[config.mk]
export PLATFORM = sky130hd
export DESIGN_NAME = sample_decimator
export DESIGN_NICKNAME = d
export VERILOG_FILES = /design/src/sample_decimator.sv
export VERILOG_INCLUDE_DIRS = /design/src
export SDC_FILE = /design/constraint.sdc
export NUM_CORES = 1
export LEC_CHECK = 0
export ABC_AREA = 1
export BUFFER_PORTS_ARGS = -buffer_cell sky130_fd_sc_hd__buf_2
export CAP_MARGIN = 20
export CORE_MARGIN = 2
export CORE_UTILIZATION = 43
export CTS_CLUSTER_DIAMETER = 150
export CTS_CLUSTER_SIZE = 14
export DETAILED_ROUTE_END_ITERATION = 10
export PLACE_DENSITY = 0.69
export SLEW_MARGIN = 20
export SYNTH_ARGS = -nofsm -noshare
export SYNTH_HDL_FRONTEND = slang
export SYNTH_SLANG_ARGS = --single-unit
export TNS_END_PERCENT = 1
[constraint.sdc]
create_clock -name ad_clk -period 4.2 [get_ports ad_clk]
set_clock_uncertainty 0.15 [all_clocks]
set_input_delay 0.84 -clock ad_clk [delete_from_list [all_inputs] [get_ports ad_clk]]
set_output_delay 0.84 -clock ad_clk [all_outputs]
set_load 0.02 [all_outputs]
[src/dso_config.svh]
`ifndef DSO_CONFIG_SVH
`define DSO_CONFIG_SVH

// ********************
// capture geometry
// ********************
`define DSO_HORIZONTAL 640    // stored samples and screen columns, even, max 1023
`define DSO_DATA_W     8      // adc sample width
`define DSO_ADDR_W     10     // ram and column address
`define DSO_SHIFT_W    10     // msb set means shift right
`define DSO_DECI_W     8      // decimation ratio

// ********************
// apb register offsets
// ********************
`define DSO_REG_CTRL   8'h00
`define DSO_REG_LEVEL  8'h04
`define DSO_REG_SHIFT  8'h08
`define DSO_REG_DECI   8'h0C
`define DSO_REG_STATUS 8'h10

`endif

[src/sample_decimator.sv]
`include "dso_config.svh"

module sample_decimator (
  input  logic                    ad_clk,
  input  logic                    rstn,
  input  logic [`DSO_DATA_W-1:0]  ad_data,
  input  logic [`DSO_DECI_W-1:0]  deci_ratio,
  output logic [`DSO_DATA_W-1:0]  sample_data,
  output logic                    deci_valid
);

  logic [`DSO_DECI_W-1:0] skip_cnt;    // idle cycles left before next strobe

  always_ff @(posedge ad_clk or negedge rstn) begin
    if (!rstn) begin
      skip_cnt   <= '0;
      deci_valid <= 1'b0;
    end else if (skip_cnt == '0) begin
      skip_cnt   <= deci_ratio;        // new ratio picked up here only
      deci_valid <= 1'b1;
    end else begin
      skip_cnt   <= skip_cnt - 1'b1;
      deci_valid <= 1'b0;
    end
  end

  // sample taken on the same edge that raises the strobe
  always_ff @(posedge ad_clk) begin
    if (skip_cnt == '0) begin
      sample_data <= ad_data;
    end
  end

endmodule

### Yosys cells after proc, flatten, opt, wreduce, memory -nomap -nowiden

Cells that the tools add are included.

* output and inout port bits: 9
* input port bits: 18
* word-level logic and storage cells: 7
* register bits: 17

* add/sub/neg operators: 1
* reduce and logical (&&, ||, !) cells: 1
* multiplexer cells: 2

Operators by type and width (number)
* $logic_not 8->1: 1
* $mux 8: 1
* $sub 8x1->8 const B: 1
* $mux 1: 1

### Logic depth before layout (Yosys ltp)

* depth in word-level cells: 2
* gate-level depth with buffers: 9
* gate-level depth less buffers: 9

### Least setup slack after synthesis

OpenSTA, ideal clock, no wires.

* path type: reg-to-reg
* from: register skip_cnt[0]
* to: register sample_data[0], enable pin
* data arrival time: 1.089 ns
* required time: 3.748 ns
* setup time: 0.302 ns
* cell stages (with the launch flop): 7
* setup slack: 2.659 ns
* path buffers: 0
* clock period less this slack: 1.541 ns
* cell sequence: dfrtp_1 > inv_1 > ha_1 > inv_1 > nor2_4 > nand4_4 > clkinv_4

* word-level cells in the longest chain between the ends: 1

Ends and longest elaborated chain
* from (decl): RTL line sample_decimator.sv:12 `` logic [`DSO_DECI_W-1:0] skip_cnt; ``
* from (signal assigned): RTL line sample_decimator.sv:19 `skip_cnt <= deci_ratio;`
* from (signal assigned): RTL line sample_decimator.sv:22 `skip_cnt <= skip_cnt - 1'b1;`
* $logic_not 8->1: RTL line sample_decimator.sv:29 `if (skip_cnt == '0) begin`
* to (signal assigned): RTL line sample_decimator.sv:30 `sample_data <= ad_data;`
* to (decl): RTL line sample_decimator.sv:8 `` output logic [`DSO_DATA_W-1:0] sample_data, ``

Every way passes these cells.
A chain may end at the register's enable or synchronous reset.

### Worst setup path in the final report

* from: register sample_data[0]
* to: output sample_data[0]

No word-level cell between the ends.

==> impl_metrics.json <==
{
  "synth_xor_area_share_pct": 0,
  "synth_compound_area_share_pct": 5.37,
  "fp.dieW_um": 45.6,
  "worst_skew_pair.late_latency_ns": 0.29,
  "final_cell_mix": "buf_2, nand2_1, inv_1",
  "cts_buffers": 3,
  "cts_hold_buf": 0,
  "path_buf_inv": 1,
  "startpoint_type": "flop",
  "hold_violations": 0,
  "synth-adder-area-share_pct": 1.68,
  "cp-end-kind": "output port",
  "diodes": 0,
  "startpoint": "sample_data[0]",
  "grtUsageTotal_pct": 13.6,
  "fin_crit_sh_pct": 43.2,
  "post_cts_buffers": 0,
  "fmaxAchievable_ghz": 0.551,
  "cp_top_family": "flip-flops",
  "grt_max_degree": 17,
  "tns_ns": 0,
  "place_congestion": 0.787,
  "reg2reg_from": "skip_cnt[0]",
  "cpMaxStageDelayCell": "edfxtp_1",
  "netlist_instances": 72,
  "pwr_density_cell_mw_per_mm2": 554,
  "wire_per_inst_um": 10.3,
  "setup_viol": 0,
  "synth_simple_gate_area_share_pct": 24.3,
  "cts.clk_slew.worst_paths_ns": 0.10,
  "rsz0062_at_grt": "no",
  "timing.hold.ws_ns": 0.229,
  "first_global_vias": 480,
  "ys_seq_elements": 17,
  "muxShareOfSynthArea_pct": 0,
  "area_growth_pct": 24.0,
  "yosysWarnings": 0,
  "drive_gt1_share_pct": 36.3,
  "avgSynthCellArea_um2": 10.4,
  "path_depth": 1,
  "vias_per_cell": 4.69,
  "clock-sinks": 17,
  "period_needed_ns": 1.82,
  "drc": 0,
  "status": "finished clean",
  "core_area_mm2": 0.00167,
  "cts_resized": 0,
  "crit_path_cell_trace": "buf_2",
  "peakVddDrop_mv": 0.317,
  "worstRegToRegCells": 6,
  "dr.pass1.iters": 5,
  "arrival_ns": 0.83,
  "fin_nets": 122,
  "syn_nets": 91,
  "cts-root-buf": "clkbuf_4",
  "p_leak_uw": 0.000464,
  "placementRows": 15,
  "cp_slowest_stage_delay_ns": 0.37,
  "synth_top_family_by_area": "simple AND/OR/NAND/NOR gates",
  "crit_required_ns": 3.21,
  "worst_slew_margin_rel_pct": 83.6,
  "r2r_end": "sample_data[6]",
  "drtIter0Drc": 11,
  "max_cap_viol_count": 0,
  "critPathMaxFanout": 1,
  "wl_um": 1230,
  "cp-endpoint": "sample_data[0]",
  "drv_slew": 0,
  "hp-class": "in2async",
  "dieArea_mm2": 0.00208,
  "r2r_slack_ns": 2.55,
  "path_class": "reg2out",
  "synth_seq_area_share_pct": 62.4,
  "htreeDepth": 1,
  "antenna_found_initial": 0,
  "tightest_slew_ns": 0.246,
  "final_util_pct": 55.4,
  "initial_core_util_pct": 44.6,
  "grt_pass1_wl_um": 1930,
  "ant_nets": 0,
  "ios": 27,
  "cts_tree": "done",
  "overflow": 0,
  "post_synth_num_cell_types": 15,
  "syn_area_um2": 746,
  "die_y_um": 45.6,
  "post-dp-hpwl_um": 949,
  "ctsLongestPathBuffers": 2,
  "mostFrequentLayoutCell": "buf_2",
  "vias": 558,
  "port_buffers": 26
}
==> power breakdown <==
group	switching [uW]	total, uW	internal (uW)
clock	51.1	86.5	35.5
combinational	108	180	71.2
sequential	33.2	246	213
total	193	512	319
==> layout make-up <==
| type | instances | area, um^2 |
|---|---|---|
| multi-input cells | 44 | 234 |
| repair buffers | 26 | 130 |
| well taps | 17 | 21.3 |
| flip-flops and latches | 17 | 465 |
| clock inverters | 1 | 5.00 |
| fillers | 150 | 746 |
| clock buffers | 3 | 22.5 |
| inverters | 11 | 46.3 |
==> logic make-up (layout without fill, tap and decap cells) <==
logic type      count (synthesis)  in the layout
compound gates                  6              6
fa+ha+maj                       1              1
buf+inv                        11             41
flops                          17             17
simple gates                   37             37
==> stage by stage <==
stage               cell area, um^2  cells  setup slack, ns  total power, uW
floorplan                       746     72             2.66              390
CTS                             925    119             2.37              517
detailed placement              897    115             2.55              431
finish                          925    119             2.38              512
global route                    925    119             2.34              554
global placement                897    115             2.59              426
==> worst min path at each step <==
stage	from	endpoint	cells after the start
3_3_place_gp	skip_cnt[0]	skip_cnt[0]	1
3_5_place_dp	skip_cnt[0]	skip_cnt[0]	1
6_report	rstn	deci_valid	1
4_1_cts	rstn	deci_valid	1
5_1_grt	rstn	deci_valid	1
2_1_floorplan	skip_cnt[0]	skip_cnt[0]	1
==> Yosys cell counts <==
cell	count	area, um^2
nand2_1	21	78.8
nor2_2	1	6.26
o21a_1	1	7.51
edfxtp_1	8	240
nand4_4	1	21.3
ha_1	1	12.5
o21ai_0	2	10.0
nor2_1	6	22.5
dfrtp_1	9	225
clkinv_4	1	8.76
nor2_4	2	22.5
nand3_1	6	30.0
inv_1	10	37.5
o21ai_2	2	17.5
o21ai_1	1	5.00
==> sequential cells by signal (all words and copies together), names as in the netlist <==
register     count
skip_cnt         8
deci_valid       1
sample_data      8
==> metal layers <==
layer | up-vias | wire length [um] | GRT usage [%]
li1 | 292 | - | -
met1 | 247 | 584 | 17.9
met2 | 15 | 552 | 18.9
met3 | 4 | 43 | 3.57
met4 | 0 | 47 | 10.6
met5 | - | 0 | 0
No activity file was read; power rests on OpenSTA's default activity.
