<file path="config.mk">
export PLATFORM = sky130hd
export DESIGN_NAME = wave_reader
export DESIGN_NICKNAME = d
export VERILOG_FILES = /design/src/dso_pkg.sv /design/src/wave_reader.sv
export VERILOG_INCLUDE_DIRS = /design/src
export SDC_FILE = /design/constraint.sdc
export NUM_CORES = 1
export LEC_CHECK = 0
export BUFFER_PORTS_ARGS = -buffer_cell sky130_fd_sc_hd__buf_2
export CAP_MARGIN = 0
export CORE_UTILIZATION = 48
export DETAILED_ROUTE_END_ITERATION = 16
export GPL_TIMING_DRIVEN = 0
export HOLD_SLACK_MARGIN = 0.05
export MAX_ROUTING_LAYER = met4
export PLACE_DENSITY = 0.77
export SYNTH_ARGS = -nofsm -noshare
export SYNTH_HDL_FRONTEND = slang
export SYNTH_SLANG_ARGS = --single-unit
</file>
<file path="constraint.sdc">
create_clock -name ad_clk -period 2.4 [get_ports ad_clk]
set_clock_uncertainty 0.1 [all_clocks]
set_input_delay 0.72 -clock ad_clk [delete_from_list [all_inputs] [get_ports ad_clk]]
set_output_delay 0.72 -clock ad_clk [all_outputs]
set_load 0.005 [all_outputs]
</file>
<file path="src/dso_config.svh">
`ifndef DSO_CONFIG_SVH
`define DSO_CONFIG_SVH

// ********************
// capture geometry
// ********************
`define DSO_HORIZONTAL 640    // stored samples and screen columns, even, max 1023
`define DSO_DATA_W     8      // adc sample width
`define DSO_ADDR_W     10     // ram and column address
`define DSO_SHIFT_W    10     // msb set means shift right
`define DSO_DECI_W     8      // decimation ratio

// ********************
// apb register offsets
// ********************
`define DSO_REG_CTRL   8'h00
`define DSO_REG_LEVEL  8'h04
`define DSO_REG_SHIFT  8'h08
`define DSO_REG_DECI   8'h0C
`define DSO_REG_STATUS 8'h10

`endif

</file>
<file path="src/dso_pkg.sv">
package dso_pkg;

  // apb register selector
  typedef enum logic [2:0] {
    REG_CTRL,
    REG_LEVEL,
    REG_SHIFT,
    REG_DECI,
    REG_STATUS,
    REG_NONE
  } dso_reg_e;

  // capture progress, read back in status bits 1:0
  typedef enum logic [1:0] {
    PRE_FILL  = 2'd0,
    ARMED     = 2'd1,
    POST_FILL = 2'd2,
    FULL      = 2'd3
  } capture_phase_e;

  typedef enum logic [1:0] {
    SW_IDLE,
    SW_RUN,
    SW_DONE
  } sweep_state_e;

endpackage

</file>
<file path="src/wave_reader.sv">
`include "dso_config.svh"

module wave_reader (
  input  logic                   ad_clk,
  input  logic                   rstn,
  input  logic                   frame_ready,
  input  logic [`DSO_DATA_W-1:0] col_data,
  input  logic                   pix_ready,
  output logic [`DSO_ADDR_W-1:0] col_addr,
  output logic                   sweep_done,
  output logic [`DSO_DATA_W-1:0] pix_data,
  output logic [`DSO_ADDR_W-1:0] pix_x,
  output logic                   pix_valid,
  output logic                   pix_last
);
  import dso_pkg::*;

  localparam logic [`DSO_ADDR_W-1:0] LAST_COL = `DSO_ADDR_W'(`DSO_HORIZONTAL - 1);

  sweep_state_e state;
  logic         rd_pend;     // column address issued last cycle

  always_ff @(posedge ad_clk or negedge rstn) begin
    if (!rstn) begin
      state      <= SW_IDLE;
      col_addr   <= '0;
      rd_pend    <= 1'b0;
      pix_valid  <= 1'b0;
      pix_x      <= '0;
      sweep_done <= 1'b0;
    end else begin
      sweep_done <= 1'b0;
      rd_pend    <= 1'b0;
      case (state)
        SW_IDLE: if (frame_ready) begin
          state    <= SW_RUN;
          col_addr <= '0;
          rd_pend  <= 1'b1;                          // column 0 goes out
        end
        SW_RUN: begin
          if (rd_pend) begin
            pix_valid <= 1'b1;
            pix_x     <= col_addr;
          end else if (pix_valid && pix_ready) begin
            pix_valid <= 1'b0;
            if (pix_x == LAST_COL) begin
              state      <= SW_DONE;
              sweep_done <= 1'b1;
            end else begin
              col_addr <= col_addr + 1'b1;           // next column on transfer
              rd_pend  <= 1'b1;
            end
          end
        end
        SW_DONE: if (!frame_ready) state <= SW_IDLE;  // wait for capture restart
        default: state <= SW_IDLE;
      endcase
    end
  end

  // col_addr holds during a stall, so the ram output holds too
  assign pix_data = col_data;
  assign pix_last = pix_valid && (pix_x == LAST_COL);

endmodule
</file>
Word-level counts from Yosys, hierarchy flattened --
Index checks and enable logic that the tools add are counted.
Word-level totals: bits in registers 25
Cells by class: reduce and logical (&&, ||, !) cells 9, add/sub/neg operators 1, mux-type cells 22, equality and inequality tests 9
Operator list (count):
- $mux 10 | 4
- $pmux 10 s2 | 1
- $ne 2x2->1 const B | 6
- $add 10x1->10 const B | 1
- $eq 10x10->1 const B | 1
- $mux 1 | 10
- $mux 2 | 5
- $reduce_and 5->1 | 2
- $pmux 2 s3 | 1
- $reduce_and 2->1 | 2
- $reduce_bool 2->1 | 2
- $eq 2x1->1 const B | 1
- $eq 2x2->1 const B | 1
- $logic_and 1x1->1 | 2
- $logic_not 2->1 | 1
- $pmux 1 s2 | 1

Logic depth before layout (Yosys ltp) --
Gate-level depths: netlist (run 1).
word-level depth 5, mapped depth 5

Worst setup path before layout (run 1) --
No wires, ideal clock.
path type register to output, start point reg pix_x[7], end point out pix_last, required time 1580 ps, path slack 349 ps, buffers on the path 1, stages on the path, launching flop included 5, arrival 1231 ps, path through dfrtp_1 -> nor4bb_1 -> and4_1 -> buf_4 -> and2_1
On the way: longest elaborated chain between the ends 2
RTL lines:
- from (decl) | RTL line wave_reader.sv:12 | output logic [`DSO_ADDR_W-1:0] pix_x,
- from (signal assigned) | RTL line wave_reader.sv:43 | pix_x <= col_addr;
- $eq 10x10->1 | RTL line wave_reader.sv:63 | assign pix_last = pix_valid && (pix_x == LAST_COL);
- $logic_and 1x1->1 | RTL line wave_reader.sv:63
- to (decl) | RTL line wave_reader.sv:14 | output logic pix_last
Every way passes these cells.

Final worst setup path (run 1) --
Same ends and word-level chain as after synthesis.

==> impl_summary.log, run 1 <==
[metrics] status: finished with violations
[metrics] violations in the final reports: setup timing
[metrics] grt met3 use: 0.03478
[metrics] Top Usage Layer GRT: met2
[metrics] clock period minus worst slack: 2437 ps
[metrics] x dimension of the die: 52.67 um
[metrics] pwr/cell area: 683.5 mW/mm2
[metrics] number of hold violations in the final report: 0
[metrics] post-route fraction of the period consumed by the critical path: 1.015
[metrics] flip-flop cell with the highest count after synthesis: dfrtp_1
[metrics] I/O pins: 43
[metrics] share of synthesized registers carrying an async set or reset: 1.000
[metrics] vias in the first global route: 951
[metrics] MaxCap Viol Count: 0
[metrics] net count of the mapped netlist: 129
[metrics] cell area after placement: 0.001438 mm2
[metrics] Initial Util: 0.5316
[metrics] Post-Place Setup Slack: 64.86 ps
[metrics] final instance count without filler cells: 187
[metrics] Crit path depth: 4
[metrics] Critical Path Start Type: register
[metrics] Worst setup EP type: output port
[metrics] kind of cell adding the most delay to the critical path: simple AND/OR/NAND/NOR gates
[metrics] total internal power: 0.6907 mW
[metrics] # DRC: 0
[metrics] total number of yosys warnings: 0
[metrics] number of failing setup endpoints in the final timing report: 1
[metrics] CP max stage cell: dfrtp_1
[metrics] layout cell share with drive strength beyond 1: 0.4025
[metrics] drt first pass iters: 4
[metrics] Tot Pwr: 1.047 mW
[metrics] final max-slew violation count: 0
[metrics] H-tree depth: 1
[metrics] met1 global-route usage: 0.2794
[metrics] launch point of the worst path: pix_x[7]$_DFFE_PN0P_
[metrics] met2 usage: 0.3797
[metrics] wire length per cell after detailed routing: 14.99 um
[metrics] total inserted antenna cells: 0
[metrics] post-synthesis share of cell area spent on and, or, nand and nor gates: 0.2223
[metrics] port bufs: 34
[metrics] Setup crit end: pix_last
[metrics] post-route antenna net violation count: 0
[metrics] reg-to-reg critical path endpoint: col_addr[4]$_DFFE_PN0P_
[metrics] arithmetic-cell share of the synthesized area counting full adders, half adders and majority gates: 0.01015
[metrics] slew margin rel.: 0.6349
[metrics] number of design-rule violations left by the first detailed-router iteration: 30
[metrics] worst-margin pin slew: 545.6 ps
[metrics] highest cell delay on the worst timing path: 450 ps
[metrics] maximum operating frequency: 0.4104 GHz
[metrics] register area share after synthesis: 0.5076
[metrics] most frequent standard cell in the layout excluding fill and tap cells: buf_2
[metrics] Comb power frac: 0.241
[metrics] LEAKAGE: 0.7665 nW
[metrics] source of the worst register-to-register timing path: pix_x[5]$_DFFE_PN0P_
[metrics] global-route wire length before repair: 4298 um
[metrics] buffer type at the clock tree root: clkbuf_4
[metrics] worst reg-to-reg setup slack: 420 ps
[metrics] required time at the endpoint of the critical path: 1580 ps
[metrics] share of the synthesized netlist area taken by xor and xnor gates: 0
[metrics] largest net degree at the start of global routing: 26
[metrics] dominant combinational cell family by area after synthesis: simple AND/OR/NAND/NOR gates
[metrics] count of flip-flops with a built-in enable after synthesis: 0
[metrics] die outline area: 0.002774 mm2
[metrics] number of instances in the placed design: 178
[metrics] Clock Sinks: 25
[metrics] combined global-route utilization of all metal layers: 0.2294
[metrics] Setup TNS: -36.79 ps
[metrics] multiplexer area fraction after synthesis: 0.08122
[metrics] Worst Hold Class: in2async
[metrics] Floorplan Core Area: 0.002318 mm2
[metrics] Vias: 1089
[metrics] #FFs+latches synth: 25
[metrics] post-synthesis instance area: 0.001232 mm2
[metrics] post-DR vias/cell: 5.824
[metrics] overflow left after global routing: 0
[metrics] clock latency on the worst-skew pair: 330 ps
[metrics] share of the synthesized area in compound gates (AO/OA/AOI/OAI): 0.1056
[metrics] CTS tree: built
[metrics] vertical die dimension: 52.67 um
[metrics] WP data arrival: 1620 ps
[metrics] critical path start-end classification: reg2out
[metrics] critical-path cell list: nor4bb_4, and4_4, and2_4, buf_6
[metrics] Site Rows: 17
[metrics] Syn Area/Cell: 10.62 um2
[metrics] Cells after Synth: 116
[metrics] net load switching power: 0.3562 mW
[metrics] maximum fanout along the worst path: 3
[metrics] number of distinct library cell variants in the gate-level netlist after synthesis: 37
[metrics] Final GP Congestion: 0.8467
[metrics] share of the core filled with cells: 0.6606
[metrics] maximum buffer depth of the clock tree: 2
[metrics] final critical-path setup slack: -36.79 ps
[metrics] clock transition time at the flip-flop clock pins of the worst setup and hold paths: 150 ps
[metrics] sum of buffers and inverters on the critical path: 1
[metrics] cell depth of the worst flop-to-flop path: 7
[metrics] total CTS buffers: 3
[metrics] hpwl dp: 1986 um
[metrics] RSZ-0062 raised after global routing: yes
[metrics] commonest cells after routing, fill and taps aside: buf_2, dfrtp_1, buf_4
[metrics] peak supply drop: 0.4644 mV
[metrics] sequential group share of total power: 0.570
[metrics] wirelength, routed: 2803 um
[metrics] switching fraction of total power: 0.3402
[metrics] relative contribution of the clock network to total power: 0.189
[metrics] Fin Hold WS: 240.0 ps
[metrics] initial antenna violation count: 0
[metrics] # nets final: 173
[metrics] post-route cell area: 0.001531 mm2
[metrics] layout overhead on the synthesized area: 24.26%
cells in the mapped netlist (2+ instances only):
cell,count,area share
a21oi_1,4,0.016
a31oi_1,4,0.020
and2_1,2,0.010
and4_1,2,0.014
buf_4,9,0.055
dfrtp_1,25,0.51
inv_1,2,0.0061
mux2_1,5,0.046
mux2_2,3,0.027
nand2_1,13,0.040
nand3_1,7,0.028
nand4_1,3,0.015
nor2_1,5,0.015
o21ai_0,3,0.012
o21ai_1,2,0.0081
o31ai_1,3,0.018
or3_1,2,0.010
or4_1,3,0.018
sequential cells by signal (all words and copies together), names as in the netlist:
name / cells
pix_x: 10
rd_pend: 1
pix_valid: 1
state: 2
col_addr: 10
sweep_done: 1
layout make-up:
cell class                 instances  area (um2)
clock buffer                       3       22.52
tap                               28       35.03
multi-input combinational         78       536.8
buffer                            10       75.07
inverter                           2       7.507
clock inverter                     1       7.507
timing repair buffer              40       221.5
sequential                        25       625.6
fill                             198       787.0
how the worst min path moves through the flow:
stage | startpoint | to | slack [ps] | cells past startpoint
finish | rstn | pix_x[8]$_DFFE_PN0P_ | 240 | 1
global route | rstn | pix_x[8]$_DFFE_PN0P_ | 280 | 1
CTS | rstn | pix_x[8]$_DFFE_PN0P_ | 260 | 1
detailed placement | state[0]$_DFFE_PN0P_ | state[1]$_DFFE_PN0P_ | 390 | 1
global placement | state[0]$_DFFE_PN0P_ | state[1]$_DFFE_PN0P_ | 370 | 1
floorplan | rstn | col_addr[0]$_DFFE_PN0P_ | 320 | 0
kinds of logic (layout without fill, tap and decap cells):
family | after synthesis | count (layout)
AND/OR/NAND/NOR | 48 | 48
flip-flops | 25 | 25
AO/OA/AOI/OAI | 20 | 20
buffers and inverters | 13 | 56
multiplexers | 9 | 9
adder cells (fa/ha/maj) | 1 | 1
per-layer routing:
metal / part of all wire / routed length (um)
met1: 0.43 / 1214
met2: 0.50 / 1406
met3: 0.050 / 140
met4: 0.015 / 42
met5: 0 / 0
power by group through the flow:
stage          clock (mW)  sequential (mW)  combinational [mW]
4_1_cts             0.201            0.595               0.257
2_1_floorplan           0            0.590               0.133
6_report            0.197            0.597               0.253
3_3_place_gp            0            0.597               0.248
3_5_place_dp            0            0.603               0.256
5_1_grt             0.219            0.612               0.280
timing repair:
| item | 4_1_cts | 5_1_grt |
|---|---|---|
| buffers inserted | 3 | 3 |
| hold buffers | 0 | 0 |
| setup endpoints to repair | 1 | 1 |
| gates resized for setup | 3 | 3 |
| pin swaps | 3 | 2 |
Power figures use the tool's default switching activity.
==> run 2, diff against run 1 <==
--- a/config.mk
+++ b/config.mk
@@ -6,8 +6,10 @@
 export SDC_FILE = /design/constraint.sdc
 export NUM_CORES = 1
 export LEC_CHECK = 0
-export BUFFER_PORTS_ARGS = -buffer_cell sky130_fd_sc_hd__buf_2
+export ABC_AREA = 0
+export BUFFER_PORTS_ARGS = -buffer_cell sky130_fd_sc_hd__clkbuf_2
 export CAP_MARGIN = 0
+export CORE_ASPECT_RATIO = 1.2
 export CORE_UTILIZATION = 48
 export DETAILED_ROUTE_END_ITERATION = 16
 export GPL_TIMING_DRIVEN = 0
==> run 2 against run 1 <==
The run still ends with setup timing left; sequential cell count stayed put; cell area is 0.82% lower; sequential power down 0.7%; register-to-register slack better by 130 ps; sequential share of layout area is 0.34 points higher; worst setup slack better by 10 ps.
==> impl_summary.log, run 2 (synthesized netlist as in run 1, its figures left out) <==
[metrics] x dimension of the die: 48.26 um
[metrics] multi-input logic area: 534.3 um2
[metrics] most frequent standard cell in the layout excluding fill and tap cells: clkbuf_2
[metrics] number of design-rule violations left by the first detailed-router iteration: 33
[metrics] final instance count without filler cells: 189
[metrics] net load switching power: 0.3553 mW
[metrics] share of the core filled with cells: 0.6454
[metrics] die outline area: 0.002775 mm2
[metrics] port bufs: 34
[metrics] clock latency on the worst-skew pair: 330 ps
[metrics] critical path start-end classification: reg2out
[metrics] violations in the final reports: setup timing
[metrics] Setup TNS: -26.53 ps
[metrics] hpwl dp: 1975 um
[metrics] slew margin rel.: 0.5960
[metrics] commonest cells after routing, fill and taps aside: clkbuf_2, dfrtp_1, nand2_1, buf_4, nand3_1
[metrics] largest registers: col_addr (10), pix_x (10), state (2)
[metrics] overflow left after global routing: 0
[metrics] RSZ-0062 raised after global routing: yes
[metrics] MaxCap Viol Count: 0
[metrics] layout overhead on the synthesized area: 23.25%
[metrics] number of buffers added to fix hold violations after cts: 0
[metrics] final max-slew violation count: 0
[metrics] wirelength, routed: 2723 um
[metrics] highest cell delay on the worst timing path: 440 ps
[metrics] WP data arrival: 1610 ps
[metrics] Floorplan Core Area: 0.002354 mm2
[metrics] maximum operating frequency: 0.4121 GHz
[metrics] post-route fraction of the period consumed by the critical path: 1.011
[metrics] final critical-path setup slack: -26.53 ps
[metrics] worst-margin pin slew: 606.1 ps
[metrics] switching fraction of total power: 0.3398
[metrics] Final GP Congestion: 0.8265
[metrics] maximum buffer depth of the clock tree: 2
[metrics] Clock Sinks: 25
[metrics] CTS tree: built
[metrics] total CTS buffers: 3
[metrics] LEAKAGE: 0.7457 nW
[metrics] Site Rows: 19
[metrics] largest net degree at the start of global routing: 26
[metrics] Critical Path Start Type: register
[metrics] # DRC: 0
[metrics] CP max stage cell: dfrtp_1
[metrics] pwr/cell area: 688.2 mW/mm2
[metrics] I/O pins: 43
[metrics] status: finished with violations
[metrics] drt first pass iters: 4
[metrics] number of hold violations in the final report: 0
[metrics] post-route antenna net violation count: 0
[metrics] relative contribution of the clock network to total power: 0.188
[metrics] vertical die dimension: 57.51 um
[metrics] initial antenna violation count: 0
[metrics] clock transition time at the flip-flop clock pins of the worst setup and hold paths: 140 ps
[metrics] sequential group share of total power: 0.567
[metrics] number of failing setup endpoints in the final timing report: 1
[metrics] clock period minus worst slack: 2427 ps
[metrics] Tot Pwr: 1.045 mW
[metrics] maximum fanout along the worst path: 3
[metrics] wire length per cell after detailed routing: 14.41 um
[metrics] required time at the endpoint of the critical path: 1580 ps
[metrics] Vias: 1101
[metrics] cell depth of the worst flop-to-flop path: 5
[metrics] vias in the first global route: 1024
[metrics] combined global-route utilization of all metal layers: 0.2358
[metrics] critical-path cell list: nor4bb_4, and4_4, and2_1, clkbuf_2
[metrics] total inserted antenna cells: 0
[metrics] count of fill cells added during filler insertion: 207
[metrics] global-route wire length before repair: 4588 um
[metrics] peak supply drop: 0.4383 mV
[metrics] number of instances in the placed design: 181
[metrics] area of all sequential standard cells: 625.6 um2
[metrics] H-tree depth: 1
[metrics] Initial Util: 0.5237
[metrics] buffer type at the clock tree root: clkbuf_4
[metrics] Comb power frac: 0.244
[metrics] Worst setup EP type: output port
[metrics] Worst Hold Class: in2async
[metrics] total internal power: 0.6901 mW
[metrics] post-DR vias/cell: 5.825
[metrics] # nets final: 172
[metrics] layout cell share with drive strength beyond 1: 0.3924
[run 2: changes by cell type in the layout (fill, tap and decap cells not counted)]
| cell | delta |
|---|---|
| buf_4 | -1 |
| buf_2 | -33 |
| buf_6 | -1 |
| and2_4 | -1 |
| and2_1 | +1 |
| clkbuf_2 | +34 |
[run 2: metal layers]
| metal | vias up | wire, um | share of wire | track usage |
|---|---|---|---|---|
| met5 | - | 0 | 0 | - |
| met4 | 0 | 40 | 0.015 | 0.09127 |
| met3 | 7 | 181 | 0.066 | 0.04114 |
| met1 | 535 | 1111 | 0.41 | 0.3067 |
| li1 | 506 | - | - | - |
| met2 | 53 | 1390 | 0.51 | 0.3562 |
[run 2: layout make-up]
class,count,share of cell area
flip-flops and latches,25,0.4119
multi-input cells,78,0.3517
repair buffers,39,0.1367
plain buffers,10,0.04942
well taps,31,0.02554
clock buffers,3,0.01483
clock inverters,1,0.004942
inverters,2,0.004942
[run 2: critical path: cells and delay by family (launching register included)]
| kind | cells | cell delay (ps) |
|---|---|---|
| AND/OR/NAND/NOR | 3 | 730 |
| flip-flops | 1 | 440 |
| buffers and inverters | 1 | 100 |
[run 2: path summary, 6_finish.rpt]
kind | from | end | slack, ps
max | pix_x[7]$_DFFE_PN0P_ | pix_last | -30
min | rstn | col_addr[4]$_DFFE_PN0P_ | 270
max reg2reg | col_addr[1]$_DFFE_PN0P_ | col_addr[8]$_DFFE_PN0P_ | 550
min reg2reg | col_addr[9]$_DFFE_PN0P_ | col_addr[9]$_DFFE_PN0P_ | 410
max in group asynchronous | rstn | pix_x[1]$_DFFE_PN0P_ | 1540
min in group ad_clk | col_addr[9]$_DFFE_PN0P_ | col_addr[9]$_DFFE_PN0P_ | 410
[run 2: timing repair]
action,4_1_cts,5_1_grt
pin swaps,2,2
endpoints found under the setup margin,1,1
resized for setup,3,1
setup buffers,5,0
hold endpoints to repair,0,0
[run 2: power groups by stage]
| stage | clock network (mW) | registers, mW | logic (mW) |
|---|---|---|---|
| floorplan | 0 | 0.590 | 0.133 |
| global placement | 0 | 0.597 | 0.250 |
| detailed placement | 0 | 0.601 | 0.255 |
| CTS | 0.200 | 0.591 | 0.258 |
| global route | 0.217 | 0.609 | 0.290 |
| finish | 0.197 | 0.593 | 0.255 |
[run 2: stage by stage]
stage / setup WS, ps / hold slack (ps) / area [um2]
after floorplan: 348.7 / 324.4 / 1232
after global placement: 56.39 / 364.9 / 1441
after detailed placement: 42.43 / 397.3 / 1441
after CTS: -111.6 / 290.6 / 1528
after global routing: -146.6 / 305.5 / 1519
final: -26.53 / 270.7 / 1519
