===== src/dso_config.svh =====
`ifndef DSO_CONFIG_SVH
`define DSO_CONFIG_SVH

// ********************
// capture geometry
// ********************
`define DSO_HORIZONTAL 640    // stored samples and screen columns, even, max 1023
`define DSO_DATA_W     8      // adc sample width
`define DSO_ADDR_W     10     // ram and column address
`define DSO_SHIFT_W    10     // msb set means shift right
`define DSO_DECI_W     8      // decimation ratio

// ********************
// apb register offsets
// ********************
`define DSO_REG_CTRL   8'h00
`define DSO_REG_LEVEL  8'h04
`define DSO_REG_SHIFT  8'h08
`define DSO_REG_DECI   8'h0C
`define DSO_REG_STATUS 8'h10

`endif


===== src/dso_pkg.sv =====
package dso_pkg;

  // apb register selector
  typedef enum logic [2:0] {
    REG_CTRL,
    REG_LEVEL,
    REG_SHIFT,
    REG_DECI,
    REG_STATUS,
    REG_NONE
  } dso_reg_e;

  // capture progress, read back in status bits 1:0
  typedef enum logic [1:0] {
    PRE_FILL  = 2'd0,
    ARMED     = 2'd1,
    POST_FILL = 2'd2,
    FULL      = 2'd3
  } capture_phase_e;

  typedef enum logic [1:0] {
    SW_IDLE,
    SW_RUN,
    SW_DONE
  } sweep_state_e;

endpackage


===== src/dso_apb_regs.sv =====
`include "dso_config.svh"

module dso_apb_regs (
  input  logic                         ad_clk,
  input  logic                         rstn,
  input  logic                         psel,
  input  logic                         penable,
  input  logic                         pwrite,
  input  logic [7:0]                   paddr,
  input  logic [31:0]                  pwdata,
  input  dso_pkg::capture_phase_e      capture_phase,
  input  logic                         frame_done,
  output logic [31:0]                  prdata,
  output logic                         pready,
  output logic                         pslverr,
  output logic                         wave_run,
  output logic                         trig_edge,
  output logic [`DSO_DATA_W-1:0]       trig_level,
  output logic [`DSO_SHIFT_W-1:0]      h_shift,
  output logic [`DSO_DECI_W-1:0]       deci_ratio
);
  import dso_pkg::*;

  dso_reg_e   reg_sel;
  logic       access;
  logic       wr_ok;
  logic [7:0] frame_cnt;

  always_comb begin
    case (paddr)
      `DSO_REG_CTRL:   reg_sel = REG_CTRL;
      `DSO_REG_LEVEL:  reg_sel = REG_LEVEL;
      `DSO_REG_SHIFT:  reg_sel = REG_SHIFT;
      `DSO_REG_DECI:   reg_sel = REG_DECI;
      `DSO_REG_STATUS: reg_sel = REG_STATUS;
      default:         reg_sel = REG_NONE;
    endcase
  end

  assign access  = psel && penable;
  assign pready  = 1'b1;                             // zero wait states
  assign pslverr = access && ((reg_sel == REG_NONE) ||
                              (pwrite && (reg_sel == REG_STATUS)));
  assign wr_ok   = access && pwrite && !pslverr;

  // ********************
  // control registers
  // ********************
  always_ff @(posedge ad_clk or negedge rstn) begin
    if (!rstn) begin
      wave_run   <= 1'b0;                            // capture stopped
      trig_edge  <= 1'b1;                            // rising
      trig_level <= 8'd128;                          // mid scale
      h_shift    <= '0;
      deci_ratio <= '0;
    end else if (wr_ok) begin
      case (reg_sel)
        REG_CTRL: begin
          wave_run  <= pwdata[0];
          trig_edge <= pwdata[1];
        end
        REG_LEVEL: trig_level <= pwdata[`DSO_DATA_W-1:0];
        REG_SHIFT: h_shift    <= pwdata[`DSO_SHIFT_W-1:0];
        REG_DECI:  deci_ratio <= pwdata[`DSO_DECI_W-1:0];
        default: ;
      endcase
    end
  end

  always_ff @(posedge ad_clk or negedge rstn) begin
    if (!rstn) begin
      frame_cnt <= '0;
    end else if (frame_done) begin
      frame_cnt <= frame_cnt + 1'b1;                 // one per finished sweep
    end
  end

  // readback mux
  always_comb begin
    prdata = '0;
    case (reg_sel)
      REG_CTRL:   prdata[1:0] = {trig_edge, wave_run};
      REG_LEVEL:  prdata[`DSO_DATA_W-1:0] = trig_level;
      REG_SHIFT:  prdata[`DSO_SHIFT_W-1:0] = h_shift;
      REG_DECI:   prdata[`DSO_DECI_W-1:0] = deci_ratio;
      REG_STATUS: begin
        prdata[1:0]  = capture_phase;
        prdata[15:8] = frame_cnt;
      end
      default: ;
    endcase
  end

endmodule


===== config.mk =====
export PLATFORM = sky130hd
export DESIGN_NAME = dso_apb_regs
export DESIGN_NICKNAME = d
export VERILOG_FILES = /design/src/dso_pkg.sv /design/src/dso_apb_regs.sv
export VERILOG_INCLUDE_DIRS = /design/src
export SDC_FILE = /design/constraint.sdc
export NUM_CORES = 1
export LEC_CHECK = 0
export BUFFER_PORTS_ARGS = -buffer_cell sky130_fd_sc_hd__buf_2
export CORE_MARGIN = 2
export CORE_UTILIZATION = 40
export DETAILED_ROUTE_END_ITERATION = 8
export PLACE_DENSITY = 0.8
export REMOVE_ABC_BUFFERS = 1
export SLEW_MARGIN = 20
export SYNTH_ARGS = -nofsm -noshare
export SYNTH_HDL_FRONTEND = slang
export SYNTH_SLANG_ARGS = --single-unit
export TNS_END_PERCENT = 30

===== constraint.sdc =====
create_clock -name ad_clk -period 1 [get_ports ad_clk]
set_input_delay 0.05 -clock ad_clk [delete_from_list [all_inputs] [get_ports ad_clk]]
set_output_delay 0.05 -clock ad_clk [all_outputs]
set_load 0.005 [all_outputs]

# == Word level (Yosys, flattened, before mapping) ==
# Index checks and enable logic that the tools add are counted.
# op_classes
n_addsub,1
eq_ne,9
muxes,5
reduce_logical,13
# ops
cell,n
case mux 6 bit (3 select lines),1
== test 8 x 4 -> 1 bit (second input constant),2
case mux 3 bit (5 select lines),1
case mux 2 bit (5 select lines),1
adder 8 x 1 -> 8 bit (second input constant),1
== test 8 x 3 -> 1 bit (second input constant),1
== test 8 x 5 -> 1 bit (second input constant),1
zero test 8 bit,1
AND reduction 2 bit,4
== test 3 x 2 -> 1 bit (second input constant),2
== test 3 bit (second input constant),2
two-way mux 6 bit,1
logical AND 1 bit,5
case mux 2 bit (2 select lines),1
== test 3 x 1 -> 1 bit (second input constant),1
zero test 3 bit,1
zero test 1 bit,1
logical OR 1 bit,1
# word_totals
regBits,36
in_bits,48
elab_cells,34

# == Depth between registers and ports, before layout ==
# Gate-level depths: netlist (run 1).
# logic_depth
depth_word,9
ltp_mapped,6

# == Worst setup path before layout (run 1) ==
# No wires, ideal clock.
# synth_path
path_kind,input port to flip-flop
startpoint,input port paddr[1]
endpoint,register h_shift[0]
setup_time_ns,0.125
arrival_ns,1.281
path_slack_ns,-0.406
cell_stages,5
n_path_buf,1
cell_sequence,nor3_2 nand3b_1 or4_1 buf_6 mux2_4
# synth_between
elab_chain_len,9
word_cells_on_any_way,15
classes_between,eq/ne: 7; mux: 1; reduce/logical: 7
# synth_rtl
item,line,source
from (decl),dso_apb_regs.sv:9,"input logic [7:0] paddr,"
"== test 8 x 5 -> 1 bit, or another cell as far along",dso_apb_regs.sv:30,case (paddr)
case mux 3 bit (5 select lines) *,dso_apb_regs.sv:30,
== test 3 bit,dso_apb_regs.sv:43,(pwrite && (reg_sel == REG_STATUS)));
logical AND 1 bit,dso_apb_regs.sv:43,
logical OR 1 bit,dso_apb_regs.sv:42,assign pslverr = access && ((reg_sel == REG_NONE) ||
logical AND 1 bit,dso_apb_regs.sv:42,
zero test 1 bit,dso_apb_regs.sv:44,assign wr_ok = access && pwrite && !pslverr;
logical AND 1 bit,dso_apb_regs.sv:44,
AND reduction 2 bit (no source line) *,--,
to (signal assigned),dso_apb_regs.sv:63,REG_SHIFT: h_shift <= pwdata[`DSO_SHIFT_W-1:0];
to (decl),dso_apb_regs.sv:19,"output logic [`DSO_SHIFT_W-1:0] h_shift,"
# Every way passes the cells marked *; elsewhere a longest branch is shown, timed or not.
# A chain may end at the register's enable or synchronous reset.

# == Worst setup path after layout (run 1) ==
# layout_path
startpoint,input port paddr[0]
endpoint,register h_shift[6]
# Same word-level chain as after synthesis.

==> reports/summary.txt, run 1 <==
internal power contribution = 2550 uW
net switching power = 959 uW
Syn Area/Cell = 11.6 um^2
clock sink count = 36
crit path max fanout = 5
TritonCTS clock tree = done
area share of the largest cell type after synthesis = 42.8%
Wirelength per Cell = 13.7 um
top area cells in the synthesized netlist = dfrtp_1 43%, mux2_4 14%, mux2_2 7.4%
global-route congestion overflow total = 0
most frequent standard cell in the layout excluding fill and tap cells = buf_2
number of buffer and inverter instances along the worst setup path = 2
share of power burned in the clock network = 27.8%
data arrival at the endpoint of the critical path = 1.50 ns
category of the critical setup timing path = in2reg
WHS = 0.0237 ns
critical path launch point type = input port
chip height = 74.5 um
post-placement cell area = 0.00255 mm^2
nature of the critical path endpoint = flip-flop
Final TNS setup = -10.30 ns
first drt pass iteration count = 4
register bit total from synthesis = 36
failing checks = setup timing
number of warning messages in the yosys log = 0
antenna violations before repair = 0
Synth Flop Type = dfrtp_1
most prevalent standard cell on the critical path = buf_6
number of distinct standard cells referenced by the synthesized netlist = 32
overall die width = 74.5 um
DRC marker count from the first detailed-route iteration = 61
register area share after synthesis = 45.4%
unrepaired setup endpoints after global routing = true
Finish-stage setup viols = 49
total wirelength of the detailed-routed design = 4710 um
largest stage delay on the critical path = 0.54 ns
cell taking the most area after synthesis = dfrtp_1
Filler Cell Count = 391
number of nets in the final layout = 324
largest buffer count on any clock path = 2
cells along the critical path = buf_6, nor3_4, nand3b_1, or4_4, buf_6, mux2_4
post-route cell area = 0.00288 mm^2
minimum period implied by the final worst setup slack = 1.33 ns
Detail Route Antenna Nets = 0
PnR worst setup slack = -0.333 ns
total power density per cell area = 1220 mW/mm^2
worst supply voltage drop on vdd = 782 uV
vias in the first global route = 1513
half-perimeter wire length after detailed placement = 3500 um
total number of H-tree levels = 2
CTS Buf Count = 5
Core Area = 0.00475 mm^2
share of flip-flops with an asynchronous set or reset = 100%
maximum number of pins on one net before global-route repair = 37
DRC violations left = 0
placement row count = 25
first-pass GRT wire length = 7510 um
Comb pwr share = 22.1%
layout cell share with drive strength beyond 1 = 58.3%
highest achievable clock rate = 750 MHz
Final Power = 3500 uW
combined global-route utilization of all metal layers = 18.2%
number of enable flip-flop cells after synthesis = 0
count of pins on the block boundary = 110
Req. time, crit path = 1.17 ns
fraction of power consumed by sequential logic = 50.1%
Switching Share = 27.4%
diode count = 0
hold violation total from the final report = 0
final clock skew = 0.000263 ns
Setup WS pre-CTS = -0.642 ns
total number of vias = 1600
Layout area overhead = 45.0%
worst min-delay path class = in2reg
Worst-path clk slew = 0.07 ns
starting density of the core = 41.8%
die footprint = 0.00555 mm^2
post-synthesis cell count = 172
Skew-Pair Late Insertion Delay = 0.28 ns
status = complete, but fails checks
number of buffers inserted by port buffering = 70
Max stage delay cell, worst path = or4_4
cell at the root of the clock tree = clkbuf_8
cell area after technology mapping = 0.00199 mm^2
final count of pins violating max slew = 0
critical path's top delay family = simple AND/OR/NAND/NOR gates
average via count per standard cell = 4.66
Tcrit/Tclk final = 133%
highest-count cells in the layout ignoring fill and taps = 62 x buf_2, 34 x dfrtp_1, 24 x mux2_4
RD Place Congestion = 0.787
reported leakage power = 0.00156 uW
Max-Cap Viols = 0
-- path summary, 6_finish.rpt --
check / slack [ns] / startpoint / cells after the start / endpoint
min reg2reg: 0.47 / frame_cnt[7] / 1 / frame_cnt[7]
min: 0.02 / frame_done / 2 / frame_cnt[0]
min in group asynchronous: 0.25 / rstn / 3 / trig_level[2]
max reg2reg: -0.05 / frame_cnt[1] / 4 / frame_cnt[6]
max: -0.33 / paddr[0] / 6 / h_shift[6]
max in group asynchronous: 0.51 / rstn / 3 / trig_edge
-- cells by family after synthesis --
logic type	count (synthesis)	share of synthesized area, %
muxes	37	24.0
and+or+nand+nor	47	12.5
buffers and inverters	25	9.18
other	2	0.377
DFF	36	45.4
AOI/OAI and AO/OA	17	4.91
xor gates and xnor gates	7	3.08
adders and majority gates	1	0.629
-- worst reg2reg max path, delay by kind of cell (launching register included) --
kind	cells	cell delay [ns]
DFF	1	0.38
and+or+nand+nor	2	0.27
xor gates and xnor gates	1	0.15
adders and majority gates	1	0.19
-- power groups by stage --
stage | sequential (uW) | clock (uW) | combinational [uW]
5_1_grt | 1780 | 1080 | 880
3_3_place_gp | 1760 | 0 | 650
6_report | 1760 | 974 | 774
3_5_place_dp | 1770 | 0 | 671
2_1_floorplan | 1780 | 0 | 281
4_1_cts | 1750 | 1010 | 753
-- Yosys cell counts (3+ instances only) --
cell type / n
nor2_1: 16
and2_1: 6
nand2_1: 3
mux2i_1: 6
mux2_4: 18
nand3_1: 5
xnor2_1: 4
nor2b_1: 4
dfrtp_1: 34
mux2_2: 13
a21oi_1: 11
nand4_1: 3
buf_4: 17
buf_6: 3
xor2_1: 3
-- layer usage --
metal	up-vias	track usage [%]	share of wire, %
li1	775	-	-
met1	765	24.8	45
met2	55	28.0	48
met3	5	5.42	6.2
met4	0	5.95	1.1
met5	-	0	0
-- timing repair --
action,in CTS,in global routing
setup buffers,1,0
gates resized for setup,40,15
setup endpoints to repair,50,55
hold buffers,3,0
pin swaps,4,3
hold endpoints to repair,38,0
-- metrics by stage --
stage	std cells	util, %
6_report	343	60.7
5_1_grt	343	60.7
4_1_cts	344	59.6
3_5_place_dp	332	53.6
3_3_place_gp	332	53.6
2_1_floorplan	164	-
-- sequential cells by signal, summed over array words and instances, names as in the netlist --
signal,flops
h_shift,10
deci_ratio,8
wave_run,1
trig_level,8
trig_edge,1
frame_cnt,8
-- area by class of cell --
| cell class | count | area (um^2) | area share [%] |
|---|---|---|---|
| Clock inverter | 1 | 5.00 | 0.174 |
| Tap cell | 67 | 83.8 | 2.91 |
| Timing Repair Buffer | 104 | 733 | 25.4 |
| Inverter | 2 | 7.51 | 0.260 |
| Sequential cell | 36 | 903 | 31.3 |
| Multi-Input combinational cell | 126 | 1070 | 37.3 |
| Clock buffer | 7 | 76.3 | 2.65 |
No activity file was read; power rests on OpenSTA's default activity.
==> inputs of run 2 (changes only) <==
CELL_PAD_IN_SITES_DETAIL_PLACEMENT = 0   (was not set)
CELL_PAD_IN_SITES_GLOBAL_PLACEMENT = 1   (was not set)
CORE_UTILIZATION = 29   (was 40)
PLACE_DENSITY = 0.79   (was 0.8)
==> run 2 against run 1 <==
The run still ends with setup timing left. Global-route usage shrank 3.9 points. Routed wire length increased by 12%. Largest power group unchanged. Largest cell class unchanged. Setup slack got worse by 0.014 ns. Clock power rose by 1%. Clock skew up 0.0041 ns. Sequential share of layout area shrank 0.30 points. Total power increased by 2.4%.
==> reports/summary.txt, run 2 (synthesized netlist as in run 1, its figures left out) <==
Core Area = 0.00672 mm^2 (was 0.00475 mm^2)
starting density of the core = 29.6% (was 41.8%)
half-perimeter wire length after detailed placement = 4020 um (was 3500 um)
cells along the critical path = buf_6, nor3_4, nand3b_1, or4_4, buf_12, mux2_4 (was buf_6, nor3_4, nand3b_1, or4_4, buf_6, mux2_4)
reg2reg setup slack = -0.09 ns (was -0.05 ns)
first drt pass iteration count = 4 (unchanged)
RD Place Congestion = 0.820 (was 0.787)
highest-count cells in the layout ignoring fill and taps = 63 x buf_2, 34 x dfrtp_1, 26 x buf_4 (was 62 x buf_2, 34 x dfrtp_1, 24 x mux2_4)
total wirelength of the detailed-routed design = 5290 um (was 4710 um)
chip height = 86.8 um (was 74.5 um)
global-route congestion overflow total = 0 (unchanged)
critical hold path startpoint = pwdata[8] (was frame_done)
Setup WS pre-CTS = -0.691 ns (was -0.642 ns)
highest achievable clock rate = 743 MHz (was 750 MHz)
Max stage delay cell, worst path = or4_4 (unchanged)
combined global-route utilization of all metal layers = 14.3% (was 18.2%)
Wirelength per Cell = 14.7 um (was 13.7 um)
critical path launch point type = input port (unchanged)
DRC marker count from the first detailed-route iteration = 45 (was 61)
TritonCTS clock tree = done (unchanged)
Comb pwr share = 23.4% (was 22.1%)
total number of vias = 1637 (was 1600)
cell at the root of the clock tree = clkbuf_8 (unchanged)
Skew-Pair Late Insertion Delay = 0.28 ns (about the same)
number of buffers inserted by port buffering = 70 (unchanged)
hold path cells = 2 (unchanged)
PnR worst setup slack = -0.347 ns (was -0.333 ns)
Switching Share = 27.6% (was 27.4%)
reg-to-reg critical path endpoint = frame_cnt[6] (unchanged)
worst supply voltage drop on vdd = 567 uV (was 782 uV)
unrepaired setup endpoints after global routing = true (unchanged)
cell depth of the worst flop-to-flop path = 4 (unchanged)
Util after Layout = 43.3% (was 60.7%)
count of pins on the block boundary = 110 (unchanged)
critical register-to-register path startpoint = frame_cnt[1] (unchanged)
largest buffer count on any clock path = 2 (unchanged)
Largest register FFs = 10 (unchanged)
crit path max fanout = 10 (was 5)
die footprint = 0.00754 mm^2 (was 0.00555 mm^2)
status = complete, but fails checks (unchanged)
number of nets in the final layout = 329 (was 324)
DRC violations left = 0 (unchanged)
Max-Cap Viols = 0 (unchanged)
placement row count = 30 (was 25)
total number of H-tree levels = 2 (unchanged)
internal power contribution = 2600 uW (was 2550 uW)
average via count per standard cell = 4.53 (was 4.66)
Finish-stage setup viols = 50 (was 49)
Tcrit/Tclk final = 135% (was 133%)
final clock skew = 0.00439 ns (was 0.000263 ns)
CTS Buf Count = 5 (unchanged)
reported leakage power = 0.00158 uW (was 0.00156 uW)
Worst-path clk slew = 0.06 ns (was 0.07 ns)
Req. time, crit path = 1.16 ns (was 1.17 ns)
clock sink count = 36 (unchanged)
Layout area overhead = 46.4% (was 45.0%)
fraction of power consumed by sequential logic = 49.1% (was 50.1%)
post-placement cell area = 0.00259 mm^2 (was 0.00255 mm^2)
first-pass GRT wire length = 8270 um (was 7510 um)
largest stage delay on the critical path = 0.53 ns (was 0.54 ns)
layout cell share with drive strength beyond 1 = 59.8% (was 58.3%)
overall die width = 86.8 um (was 74.5 um)
minimum period implied by the final worst setup slack = 1.35 ns (was 1.33 ns)
register with the most flip-flops = h_shift (unchanged)
failing checks = setup timing (unchanged)
antenna violations before repair = 0 (unchanged)
vias in the first global route = 1649 (was 1513)
nature of the critical path endpoint = flip-flop (unchanged)
data arrival at the endpoint of the critical path = 1.51 ns (was 1.50 ns)
most frequent standard cell in the layout excluding fill and tap cells = buf_2 (unchanged)
Detail Route Antenna Nets = 0 (unchanged)
hold violation total from the final report = 0 (unchanged)
post-route cell area = 0.00291 mm^2 (was 0.00288 mm^2)
category of the critical setup timing path = in2reg (unchanged)
maximum number of pins on one net before global-route repair = 16 (was 37)
WHS = 0.0145 ns (was 0.0237 ns)
share of power burned in the clock network = 27.5% (was 27.8%)
final count of pins violating max slew = 0 (unchanged)
Worst Hold End = h_shift[8] (was frame_cnt[0])
diode count = 0 (unchanged)
net switching power = 989 uW (was 959 uW)
worst min-delay path class = in2reg (unchanged)
total power density per cell area = 1230 mW/mm^2 (was 1220 mW/mm^2)
## run 2: cell count changes in the layout (fill, tap and decap cells not counted), sizes merged
cell         change
dlygate4sd3      -2
buf              +7
## run 2: power by group through the flow
| stage | Sequential [uW] | Combinational [uW] | Clock, uW |
|---|---|---|---|
| detailed placement | 1780 | 734 | 0 |
| global route | 1790 | 942 | 1100 |
| finish | 1760 | 839 | 987 |
| floorplan | 1780 | 281 | 0 |
| CTS | 1760 | 823 | 1020 |
| global placement | 1770 | 720 | 0 |
## run 2: cell type report
cell class                 count  area, um^2
timing repair buffer         109         763
inverter                       2        7.51
multi-input combinational    126        1060
tap                           80         100
sequential                    36         903
clock buffer                   7        76.3
clock inverter                 1        5.00
fill                         664        3810
## run 2: what timing repair did
item                       4_1_cts  5_1_grt
gates resized for setup         34       16
setup buffers                    1        3
setup endpoints to repair       49       54
hold endpoints to repair        20        0
hold buffers                     1        0
pin swaps                        8        4
## run 2: stage by stage
stage	power (uW)	TNS, ns	cells
2_1_floorplan	2060	-16.47	164
3_3_place_gp	2490	-19.53	348
3_5_place_dp	2510	-21.44	348
4_1_cts	3610	-11.37	358
5_1_grt	3830	-13.91	361
6_report	3590	-11.03	361
## run 2: layer usage
layer | up-vias | wire (um) | track usage, %
met5 | - | 0 | 0
met4 | 0 | 76 | 4.69
met3 | 6 | 305 | 3.52
met2 | 63 | 2530 | 23.5
met1 | 791 | 2380 | 18.5
li1 | 777 | - | -
## run 2: worst max path at each step
stage	start	end
CTS	trig_level[1]	prdata[1]
global route	trig_edge	prdata[1]
finish	paddr[1]	h_shift[6]
detailed placement	paddr[1]	h_shift[2]
global placement	paddr[1]	h_shift[5]
floorplan	paddr[1]	h_shift[0]
## run 2: worst max-delay path: cells and delay by family
| kind | cells | cell delay [ns] |
|---|---|---|
| buffers and inverters | 2 | 0.27 |
| multiplexers | 1 | 0.29 |
| AND/OR/NAND/NOR | 3 | 0.90 |
==> inputs of run 3 (changes only) <==
CORE_UTILIZATION = 33   (was 29)
PLACE_DENSITY = 0.84   (was 0.79)
clock period = 1.25 ns   (was 1 ns; I/O delays follow)
==> run 3 against run 2 <==
The flow still finishes with violations (setup timing). Setup slack gained 0.27 ns. Clock-buffer cell count shrank 2. Utilization grew 4.3 points. Clock skew grew 0.0015 ns. Register-to-register slack gained 0.21 ns. Largest cell class unchanged.
==> reports/summary.txt, run 3 (synthesized netlist as in run 1, its figures left out) <==
highest-count cells in the layout ignoring fill and taps = 68 x buf_2, 33 x dfrtp_1, 30 x buf_4 (was 63 x buf_2, 34 x dfrtp_1, 26 x buf_4)
data arrival at the endpoint of the critical path = 1.27 ns (was 1.51 ns)
Layout area overhead = 41.0% (was 46.4%)
first-pass GRT wire length = 7630 um (was 8270 um)
worst min-delay path class = in2reg (unchanged)
Core Area = 0.00589 mm^2 (was 0.00672 mm^2)
Req. time, crit path = 1.19 ns (was 1.16 ns)
overall die width = 81.6 um (was 86.8 um)
number of nets in the final layout = 326 (was 329)
category of the critical setup timing path = reg2out (was in2reg)
final count of pins violating max slew = 0 (unchanged)
DRC marker count from the first detailed-route iteration = 56 (was 45)
Wirelength per Cell = 14.1 um (was 14.7 um)
worst supply voltage drop on vdd = 456 uV (was 567 uV)
PnR worst setup slack = -0.0792 ns (was -0.347 ns)
total wirelength of the detailed-routed design = 4980 um (was 5290 um)
average via count per standard cell = 4.56 (was 4.53)
count of pins on the block boundary = 110 (unchanged)
Max stage delay cell, worst path = dfrtp_1 (was or4_4)
number of standard cells in the layout, taps in and fillers out = 353 (was 361)
clock sink count = 36 (unchanged)
half-perimeter wire length after detailed placement = 3730 um (was 4020 um)
Tcrit/Tclk final = 106%
CTS Buf Count = 5 (unchanged)
RD Place Congestion = 0.782 (was 0.820)
combined global-route utilization of all metal layers = 15.5% (was 14.3%)
failing checks = setup timing (unchanged)
reported leakage power = 0.00156 uW (was 0.00158 uW)
placement row count = 28 (was 30)
total number of vias = 1610 (was 1637)
Skew-Pair Late Insertion Delay = 0.29 ns (was 0.28 ns)
number of buffers inserted by port buffering = 70 (unchanged)
post-placement cell area = 0.00247 mm^2 (was 0.00259 mm^2)
post-route cell area = 0.00281 mm^2 (was 0.00291 mm^2)
largest buffer count on any clock path = 2 (unchanged)
unrepaired setup endpoints after global routing = true (unchanged)
status = complete, but fails checks (unchanged)
most frequent standard cell in the layout excluding fill and tap cells = buf_2 (unchanged)
critical path launch point type = flip-flop (was input port)
register with the most flip-flops = h_shift (unchanged)
total power density per cell area = 1030 mW/mm^2 (was 1230 mW/mm^2)
Finish-stage setup viols = 29 (was 50)
layout cell share with drive strength beyond 1 = 57.9% (was 59.8%)
Largest register FFs = 10 (unchanged)
Worst-path clk slew = 0.08 ns (was 0.06 ns)
nature of the critical path endpoint = primary output (was flip-flop)
TritonCTS clock tree = done (unchanged)
cell at the root of the clock tree = clkbuf_8 (unchanged)
largest stage delay on the critical path = 0.39 ns (was 0.53 ns)
first drt pass iteration count = 4 (unchanged)
minimum period implied by the final worst setup slack = 1.33 ns
highest achievable clock rate = 752 MHz
final clock skew = 0.00593 ns (was 0.00439 ns)
Max-Cap Viols = 0 (unchanged)
Detail Route Antenna Nets = 0 (unchanged)
number of placed cells counting well taps = 330 (was 348)
hold violation total from the final report = 0 (unchanged)
starting density of the core = 33.8% (was 29.6%)
antenna violations before repair = 0 (unchanged)
cells along the critical path = mux2_4, o21ai_2, a21oi_1, buf_2 (was buf_6, nor3_4, nand3b_1, or4_4, buf_12, mux2_4)
crit path max fanout = 2 (was 10)
diode count = 0 (unchanged)
total number of H-tree levels = 2 (unchanged)
maximum number of pins on one net before global-route repair = 37 (was 16)
vias in the first global route = 1509 (was 1649)
Util after Layout = 47.7% (was 43.3%)
DRC violations left = 0 (unchanged)
global-route congestion overflow total = 0 (unchanged)
die footprint = 0.00667 mm^2 (was 0.00754 mm^2)
chip height = 81.6 um (was 86.8 um)
==> run 3: cell count changes in the layout (fill, tap and decap cells not counted), moves of 2 or more <==
cell,change
a22oi_2,-2
a21oi_1,+2
buf_8,-2
clkbuf_1,-2
nor3_2,-2
a22oi_1,+2
buf_2,+5
buf_6,-8
a21oi_2,-2
buf_12,-2
buf_4,+4
==> run 3: worst paths after layout <==
check / startpoint / endpoint / slack (ns) / cells after the start
min in group asynchronous: rstn / trig_level[3] / 0.34 / 3
max in group asynchronous: rstn / trig_edge / 0.57 / 3
hold reg to reg: frame_cnt[7] / frame_cnt[7] / 0.46 / 1
setup reg to reg: frame_cnt[0] / frame_cnt[6] / 0.12 / 4
setup / recovery: wave_run / prdata[0] / -0.08 / 4
hold / removal: pwdata[8] / h_shift[8] / 0.02 / 2
==> run 3: where the power goes <==
part | internal [uW] | switching (uW) | leakage [uW]
Clock | 590 | 437 | 0.0000541
Sequential | 1290 | 147 | 0.000482
Combinational | 227 | 194 | 0.00102
==> run 3: layout make-up <==
| class | instances | area, um^2 |
|---|---|---|
| repair buffers | 106 | 658 |
| clock buffers | 5 | 68.8 |
| inverters | 2 | 7.51 |
| clock inverters | 3 | 42.5 |
| flip-flops and latches | 36 | 905 |
| fillers | 550 | 3080 |
| well taps | 75 | 93.8 |
| multi-input cells | 126 | 1030 |
==> run 3: routing by layer <==
layer  GRT usage, %  vias up  routed length [um]
li1               -      774                   -
met1           21.0      768                2180
met2           23.4       61                2340
met3           5.05        7                 376
met4           5.67        0                  81
met5              0        -                   0
==> run 3: worst max-delay path: cells and delay by family, from the launching register on <==
family          cells  cell delay, ns
mux                 1            0.28
buf+inv             1            0.13
flops               1            0.39
compound gates      2            0.18
==> run 3: stage by stage <==
stage | setup TNS [ns] | hold slack, ns | power, uW | setup slack, ns
6_report | -0.996 | 0.0157 | 2890 | -0.0792
5_1_grt | -3.12 | 0.00500 | 3070 | -0.138
4_1_cts | -1.01 | 0.00424 | 2900 | -0.115
3_5_place_dp | -9.34 | 0.137 | 1850 | -0.390
3_3_place_gp | -9.10 | 0.129 | 1830 | -0.360
2_1_floorplan | -9.71 | -0.233 | 1650 | -0.529
==> run 3: repair_timing <==
| item | 4_1_cts | 5_1_grt |
|---|---|---|
| hold buffers | 1 | 0 |
| endpoints found under the setup margin | 25 | 46 |
| setup buffers | 6 | 8 |
| gates resized for setup | 15 | 13 |
| hold endpoints to repair | 34 | 0 |
| pin swaps | 4 | 4 |
